File: config.mk
export PLATFORM = sky130hd
export DESIGN_NAME = ahbApbBridge
export DESIGN_NICKNAME = d
export VERILOG_FILES = /design/src/ahbPkg.sv /design/src/apbPkg.sv /design/src/ahbPipeIf.sv /design/src/ahbApbBridge.sv /design/src/apbController.sv /design/src/ahbSlaveInterface.sv
export VERILOG_INCLUDE_DIRS = /design/src
export SDC_FILE = /design/constraint.sdc
export NUM_CORES = 1
export LEC_CHECK = 0
export BUFFER_PORTS_ARGS = -buffer_cell sky130_fd_sc_hd__buf_4
export CORE_UTILIZATION = 45
export DETAILED_ROUTE_END_ITERATION = 8
export PLACE_DENSITY = 0.72
export SLEW_MARGIN = 10
export SYNTH_ARGS = -nofsm -noshare
export SYNTH_HDL_FRONTEND = slang
export SYNTH_SLANG_ARGS = --single-unit
File: constraint.sdc
create_clock -name Hclk -period 2.46 [get_ports Hclk]
set_input_delay 0.369 -clock Hclk [delete_from_list [all_inputs] [get_ports Hclk]]
set_output_delay 0.369 -clock Hclk [all_outputs]
set_load 0.05 [all_outputs]
File: src/bridge_consts.svh
// ~~~~~~~~~~~~~~~~~~~~~~~~~~~~~~~~~~~~~~~~~~~~~~~~~~~~~~~~~~~~~~~~~~~~~~
// AHB-Lite to APB bridge constants.
// Bus widths, peripheral count and the APB address map.
// ~~~~~~~~~~~~~~~~~~~~~~~~~~~~~~~~~~~~~~~~~~~~~~~~~~~~~~~~~~~~~~~~~~~~~~
`ifndef BRIDGE_CONSTS_SVH
`define BRIDGE_CONSTS_SVH

`define ADDR_WIDTH 32
`define DATA_WIDTH 32

// three APB peripherals behind the bridge.
`define NUM_SLAVES 3

// each peripheral owns one 64 MB window.
`define SLAVE0_BASE 32'h8000_0000
`define SLAVE1_BASE 32'h8400_0000
`define SLAVE2_BASE 32'h8800_0000
`define SLAVE_SPAN  32'h0400_0000

`endif
File: src/ahbPkg.sv
// ~~~~~~~~~~~~~~~~~~~~~~~~~~~~~~~~~~~~~~~~~~~~~~~~~~~~~~~~~~~~~~~~~~~~~~
// AHB-side types.
// Address and data words and the transfer kinds.
// ~~~~~~~~~~~~~~~~~~~~~~~~~~~~~~~~~~~~~~~~~~~~~~~~~~~~~~~~~~~~~~~~~~~~~~
`include "bridge_consts.svh"

package ahbPkg;

	typedef logic [`ADDR_WIDTH-1:0] haddrT;

	// shared by the AHB and APB data paths.
	typedef logic [`DATA_WIDTH-1:0] hdataT;

	typedef enum logic [1:0]
	{
		IDLE   = 2'b00,
		BUSY   = 2'b01,
		NONSEQ = 2'b10,
		SEQ    = 2'b11
	} htransT;

endpackage

File: src/apbPkg.sv
// ~~~~~~~~~~~~~~~~~~~~~~~~~~~~~~~~~~~~~~~~~~~~~~~~~~~~~~~~~~~~~~~~~~~~~~
// APB-side types.
// Controller states, the one-hot select and the address map decode.
// ~~~~~~~~~~~~~~~~~~~~~~~~~~~~~~~~~~~~~~~~~~~~~~~~~~~~~~~~~~~~~~~~~~~~~~
`include "bridge_consts.svh"

package apbPkg;

	typedef enum logic [2:0]
	{
		stIdle,
		stWwait,
		stRead,
		stWrite,
		stWriteP,
		stRenable,
		stWenable,
		stWenableP
	} apbStateT;

	typedef logic [`NUM_SLAVES-1:0] pselT;

	// all zero for an unmapped address.
	function automatic pselT addrToSel(input ahbPkg::haddrT addr);
		pselT sel;
		sel = '0;
		sel[0] = (addr >= `SLAVE0_BASE) && (addr < `SLAVE0_BASE + `SLAVE_SPAN);
		sel[1] = (addr >= `SLAVE1_BASE) && (addr < `SLAVE1_BASE + `SLAVE_SPAN);
		sel[2] = (addr >= `SLAVE2_BASE) && (addr < `SLAVE2_BASE + `SLAVE_SPAN);
		return sel;
	endfunction

endpackage

File: src/ahbPipeIf.sv
// ~~~~~~~~~~~~~~~~~~~~~~~~~~~~~~~~~~~~~~~~~~~~~~~~~~~~~~~~~~~~~~~~~~~~~~
// Qualified AHB transfer pipeline.
// Carries the decoded transfer from the AHB front end to the APB FSM.
// ~~~~~~~~~~~~~~~~~~~~~~~~~~~~~~~~~~~~~~~~~~~~~~~~~~~~~~~~~~~~~~~~~~~~~~
interface ahbPipeIf
	import ahbPkg::*, apbPkg::*;
	();

	logic valid;
	haddrT haddr1;
	haddrT haddr2;
	hdataT hwdata1;
	hdataT hwdata2;
	logic hwriteReg;
	pselT tempSelx;

	// current AHB values.
	haddrT haddr;
	hdataT hwdata;
	logic hwrite;

	modport front
	(
		output valid, haddr1, haddr2, hwdata1, hwdata2, hwriteReg, tempSelx,
		output haddr, hwdata, hwrite
	);

	modport ctrl
	(
		input valid, haddr1, haddr2, hwdata1, hwdata2, hwriteReg, tempSelx,
		input haddr, hwdata, hwrite
	);

endinterface

File: src/ahbApbBridge.sv
// ~~~~~~~~~~~~~~~~~~~~~~~~~~~~~~~~~~~~~~~~~~~~~~~~~~~~~~~~~~~~~~~~~~~~~~
// AHB-Lite to APB bridge top level.
// Joins the AHB front end and the APB controller.
// ~~~~~~~~~~~~~~~~~~~~~~~~~~~~~~~~~~~~~~~~~~~~~~~~~~~~~~~~~~~~~~~~~~~~~~
module ahbApbBridge
	import ahbPkg::*, apbPkg::*;
(
	input logic Hclk,
	input logic Hresetn,
	input logic Hwrite,
	input logic Hreadyin,
	input htransT Htrans,
	input haddrT Haddr,
	input hdataT Hwdata,
	output logic Hreadyout,
	output hdataT Hrdata,
	output haddrT Paddr,
	output hdataT Pwdata,
	output logic Pwrite,
	output pselT Pselx,
	output logic Penable,
	input hdataT Prdata
);

	ahbPipeIf pipe ();

	ahbSlaveInterface uFront
	(
		.Hclk(Hclk),
		.Hresetn(Hresetn),
		.Hwrite(Hwrite),
		.Hreadyin(Hreadyin),
		.Htrans(Htrans),
		.Haddr(Haddr),
		.Hwdata(Hwdata),
		.pipe(pipe.front)
	);

	apbController uCtrl
	(
		.Hclk(Hclk),
		.Hresetn(Hresetn),
		.pipe(pipe.ctrl),
		.Paddr(Paddr),
		.Pwdata(Pwdata),
		.Pwrite(Pwrite),
		.Pselx(Pselx),
		.Penable(Penable),
		.Hreadyout(Hreadyout)
	);

	// read data is valid in the enable cycle.
	assign Hrdata = Prdata;

endmodule

File: src/apbController.sv
// ~~~~~~~~~~~~~~~~~~~~~~~~~~~~~~~~~~~~~~~~~~~~~~~~~~~~~~~~~~~~~~~~~~~~~~
// APB transfer controller.
// Eight-state FSM with registered APB outputs and AHB stall control.
// ~~~~~~~~~~~~~~~~~~~~~~~~~~~~~~~~~~~~~~~~~~~~~~~~~~~~~~~~~~~~~~~~~~~~~~
module apbController
	import ahbPkg::*, apbPkg::*;
(
	input logic Hclk,
	input logic Hresetn,
	ahbPipeIf.ctrl pipe,
	output haddrT Paddr,
	output hdataT Pwdata,
	output logic Pwrite,
	output pselT Pselx,
	output logic Penable,
	output logic Hreadyout
);

	apbStateT state;
	apbStateT nextState;

	haddrT paddrNext;
	hdataT pwdataNext;
	logic pwriteNext;
	pselT pselNext;
	logic penableNext;
	logic hreadyNext;

	always_ff @(posedge Hclk)
	begin
		if (!Hresetn)
			state <= stIdle;
		else
			state <= nextState;
	end

	always_comb
	begin
		nextState = state;
		case (state)
			stIdle, stRenable, stWenable:
			begin
				if (!pipe.valid)
					nextState = stIdle;
				else if (pipe.hwrite)
					nextState = stWwait;
				else
					nextState = stRead;
			end
			stWwait:
			begin
				// a second transfer accepted during the data phase.
				if (pipe.valid)
					nextState = stWriteP;
				else
					nextState = stWrite;
			end
			stRead:
				nextState = stRenable;
			stWrite:
				nextState = stWenable;
			stWriteP:
				nextState = stWenableP;
			stWenableP:
			begin
				if (!pipe.hwriteReg)
					nextState = stRead;
				else if (pipe.valid)
					nextState = stWriteP;
				else
					nextState = stWrite;
			end
			default:
				nextState = stIdle;
		endcase
	end

	// next values of the registered APB outputs.
	always_comb
	begin
		paddrNext = Paddr;
		pwdataNext = Pwdata;
		pwriteNext = Pwrite;
		pselNext = Pselx;
		penableNext = 1'b0;
		hreadyNext = 1'b1;
		case (state)
			stIdle, stRenable, stWenable:
			begin
				pselNext = '0;
				if (pipe.valid && !pipe.hwrite)
				begin
					paddrNext = pipe.haddr;
					pwriteNext = 1'b0;
					pselNext = pipe.tempSelx;
					hreadyNext = 1'b0;
				end
			end
			stWwait:
			begin
				// write data is on the bus in this data phase.
				paddrNext = pipe.haddr1;
				pwdataNext = pipe.hwdata;
				pwriteNext = 1'b1;
				pselNext = addrToSel(pipe.haddr1);
				hreadyNext = 1'b0;
			end
			stRead, stWrite:
			begin
				penableNext = 1'b1;
			end
			stWriteP:
			begin
				// first write stays on the bus from the older stage.
				paddrNext = pipe.haddr2;
				pwdataNext = pipe.hwdata1;
				penableNext = 1'b1;
				// a pending read must not complete before its APB access.
				hreadyNext = pipe.hwriteReg;
			end
			stWenableP:
			begin
				// second transfer sits in the first stage.
				paddrNext = pipe.haddr1;
				pwriteNext = pipe.hwriteReg;
				pselNext = addrToSel(pipe.haddr1);
				hreadyNext = 1'b0;
				if (pipe.hwriteReg)
					pwdataNext = pipe.hwdata;
			end
			default:
			begin
				pselNext = '0;
			end
		endcase
	end

	always_ff @(posedge Hclk)
	begin
		if (!Hresetn)
		begin
			Pwrite <= 1'b0;
			Pselx <= '0;
			Penable <= 1'b0;
			Hreadyout <= 1'b1;
		end
		else
		begin
			Pwrite <= pwriteNext;
			Pselx <= pselNext;
			Penable <= penableNext;
			Hreadyout <= hreadyNext;
		end
	end

	always_ff @(posedge Hclk)
	begin
		Paddr <= paddrNext;
		Pwdata <= pwdataNext;
	end

endmodule

File: src/ahbSlaveInterface.sv
// ~~~~~~~~~~~~~~~~~~~~~~~~~~~~~~~~~~~~~~~~~~~~~~~~~~~~~~~~~~~~~~~~~~~~~~
// AHB slave front end.
// Qualifies transfers, decodes the APB select, pipelines address/data.
// ~~~~~~~~~~~~~~~~~~~~~~~~~~~~~~~~~~~~~~~~~~~~~~~~~~~~~~~~~~~~~~~~~~~~~~
module ahbSlaveInterface
	import ahbPkg::*, apbPkg::*;
(
	input logic Hclk,
	input logic Hresetn,
	input logic Hwrite,
	input logic Hreadyin,
	input htransT Htrans,
	input haddrT Haddr,
	input hdataT Hwdata,
	ahbPipeIf.front pipe
);

	pselT selNow;
	logic isXfer;
	haddrT addrStage1;
	haddrT addrStage2;
	hdataT dataStage1;
	hdataT dataStage2;
	logic writeStage;

	assign selNow = addrToSel(Haddr);

	// only NONSEQ and SEQ move data. IDLE and BUSY are ignored.
	assign isXfer = (Htrans == NONSEQ) || (Htrans == SEQ);

	assign pipe.valid = isXfer && Hreadyin && (|selNow);
	assign pipe.tempSelx = selNow;

	// stages freeze while the bridge stalls the master.
	always_ff @(posedge Hclk)
	begin
		if (Hreadyin)
		begin
			addrStage1 <= Haddr;
			addrStage2 <= addrStage1;
			dataStage1 <= Hwdata;
			dataStage2 <= dataStage1;
		end
	end

	always_ff @(posedge Hclk)
	begin
		if (!Hresetn)
		begin
			writeStage <= 1'b0;
		end
		else if (Hreadyin)
		begin
			writeStage <= Hwrite;
		end
	end

	assign pipe.haddr1 = addrStage1;
	assign pipe.haddr2 = addrStage2;
	assign pipe.hwdata1 = dataStage1;
	assign pipe.hwdata2 = dataStage2;
	assign pipe.hwriteReg = writeStage;

	assign pipe.haddr = Haddr;
	assign pipe.hwdata = Hwdata;
	assign pipe.hwrite = Hwrite;

endmodule

==> reports/metrics.yaml <==
fillCellCount: 1130
synth.avg_cell_area_um2: 13.97
final_cell_mix: "nand2_1, edfxtp_1, buf_4"
rsz0062_at_grt: "false"
synth_area_leaders: "edfxtp_1, nand2_1, buf_4"
first_pass_iters: 4
critPathKind: "reg -> reg"
portBuffers: 138
ff_latch_area_mm2: 0.005005
num_io_pins: 204
dp_hpwl_um: 8724
arrival_ns: 2.11
crit_required_ns: 2.56
cts_resized: 0
vias: 3979
drt_wl_total_um: 13720
worst_hold_path_type: "in -> reg"
hold_viol_final: 0
syn_inst: 469
cts-root-buf: "clkbuf_16"
drv_slew: 0
fin_area_mm2: 0.008152
cts_max_level: 4
core_area_mm2: 0.01404
vdd_ir_drop_max_uv: 495.9
cp_max_fo: 37
period_minus_slack_ns: 2.015
critical_path.startpoint_type: "flip-flop"
clockBufferDepth: 2
drc_errors: 0
netlist.area_leader.share_pct: 73.32
overflow: 0
numCtsBuffers: 17
drive_gt1_share_pct: 30.57
yosysTopAreaCell: "edfxtp_1"
syn-num-nets: 571
synth_cell_types: 34
final.setup.tns_ns: 0
n_antenna_cell: 0
synth_seq_area_share_pct: 76.38
finalSetupViolCount: 0
area_growth_syn_to_layout_pct: 24.40
fin_worst_skew_ns: 0.01933
status: "completed"
wl_per_cell_um: 17.77
grt_util_all_layers_pct: 18.81
dpl_cell_area_mm2: 0.007542
antenna_found_initial: 0
antenna_left: 0
min_from: "Haddr[21]"
drt_iter0_drc: 313
tightest_slew_ns: 1.013
start_util_pct: 46.66
cts.sinks: 170
synth_seq_cells: 170
synth_area_mm2: 0.006553
r2r_start: "uCtrl.state[1]$_SDFF_PN0_"
gp_congestion: 0.7698
post-cts-setup-buffer-count: 0
viasPerCell: 5.154
finalCritPeriodShare_pct: 81.91
worstSetupEndpointType: "flip-flop"
powerDensity_mw_per_mm2: 1166
clkTransAtPathRegs_ns: 0.06
fmax_ghz: 0.4963
leakagePower_uw: 0.003251
cap_viol_max_count: 0
layout_commonest_cell: "nand2_1"
grt_max_degree: 98
std_cell_rows: 43
die_area_mm2: 0.01505
grt_pass1_wl_um: 20800
die_y_um: 122.7
grt_pass1_vias: 3901
clk_latency_ns: 0.42
yosys_warnings: 0
multi_input_area_mm2: 0.001211
ctsHoldBuffers: 0
relSlewSlack_pct: 32.34
cts_tree: "yes"
worstSetupStartpoint: "uCtrl.state[1]$_SDFF_PN0_"
fin_nets: 681
die_x_um: 122.7
## layer usage
metal	routed length [um]	share of wire, %	GRT usage [%]
met4	350	2.6	8.994
met2	6473	47	29.07
met3	1071	7.8	5.994
met1	5823	42	24.00
met5	0	0	0
## Yosys cell counts
cell type    n
or3b_2       1
edfxtp_1   160
nor2_1       1
and2_1       2
clkbuf_1     9
or3_1        1
and3_1       2
nand3_1      1
nand2_1    166
or4b_1       1
nand2b_1     1
nand4b_1     3
nor4b_1      1
o21a_1       2
a31oi_1      4
dfxtp_1     10
a311o_1      1
a221oi_1     1
nand3b_1     1
o21ai_0      7
nor4_2       1
xnor2_2      1
xor2_1       1
buf_6        2
nor3_1       1
nor3b_1      4
buf_4       33
mux2i_1      1
a22oi_1     32
and2_4       1
buf_2       10
o22ai_1      1
nor2b_1      1
a21oi_1      5
## area by class of cell
cell class | instances | share of cell area (%)
multi-input cells | 245 | 14.86
flip-flops and latches | 170 | 61.40
well taps | 180 | 2.763
clock buffers | 19 | 5.311
clock inverters | 13 | 2.164
repair buffers | 145 | 13.51
## state kept, by name, indices dropped and copies added, names as in the netlist
register and flops:
uCtrl.Paddr 32, uCtrl.Hreadyout 1, uFront.pipe.hwdata1 32, uFront.pipe.hwriteReg 1, uFront.pipe.haddr1 32, uFront.pipe.haddr2 32
uCtrl.Pselx 3, uCtrl.Pwdata 32, uCtrl.Penable 1, uCtrl.Pwrite 1, uCtrl.state 3
## worst paths after layout
kind                                      end  slack (ns)  depth (start not counted)
min          uFront.pipe.haddr1[21]$_DFFE_PP_        0.13                          1
max reg2reg         uCtrl.Paddr[20]$_DFFE_PP_        0.45                          4
min reg2reg  uFront.pipe.haddr2[11]$_DFFE_PP_        0.45                          0
max                 uCtrl.Paddr[20]$_DFFE_PP_        0.45                          4
## power breakdown
part / internal (uW) / switching [uW]
clock: 1690 / 1050
sequential: 3840 / 194
combinational: 759 / 1970
## cells by family after synthesis
| kind of cell | share of synthesized area, % |
|---|---|
| simple gates | 12.11 |
| xor+xnor | 0.3820 |
| compound gates | 5.576 |
| mux | 0.1528 |
| buf+inv | 5.404 |
| flops | 76.38 |
## critical path, stage by stage (launching register included)
cell and delay [ns]:
dfxtp_1 0.39, xnor2_2 0.34, and2_4 0.49, a311o_2 0.20, buf_4 0.26
## per-stage QoR
| stage | util, % | std cells | hold WS, ns | total power [uW] | setup slack [ns] |
|---|---|---|---|---|---|
| floorplan | - | 469 | 0.4268 | 6089 | 0.1385 |
| global placement | 53.71 | 740 | 0.4294 | 6804 | 0.4860 |
| detailed placement | 53.71 | 740 | 0.4376 | 6857 | 0.4299 |
| CTS | 58.05 | 772 | 0.1148 | 9603 | 0.4066 |
| global route | 58.05 | 772 | 0.1109 | 9906 | 0.3166 |
| finish | 58.05 | 772 | 0.1321 | 9509 | 0.4450 |
(Power assumes the default switching activity.)
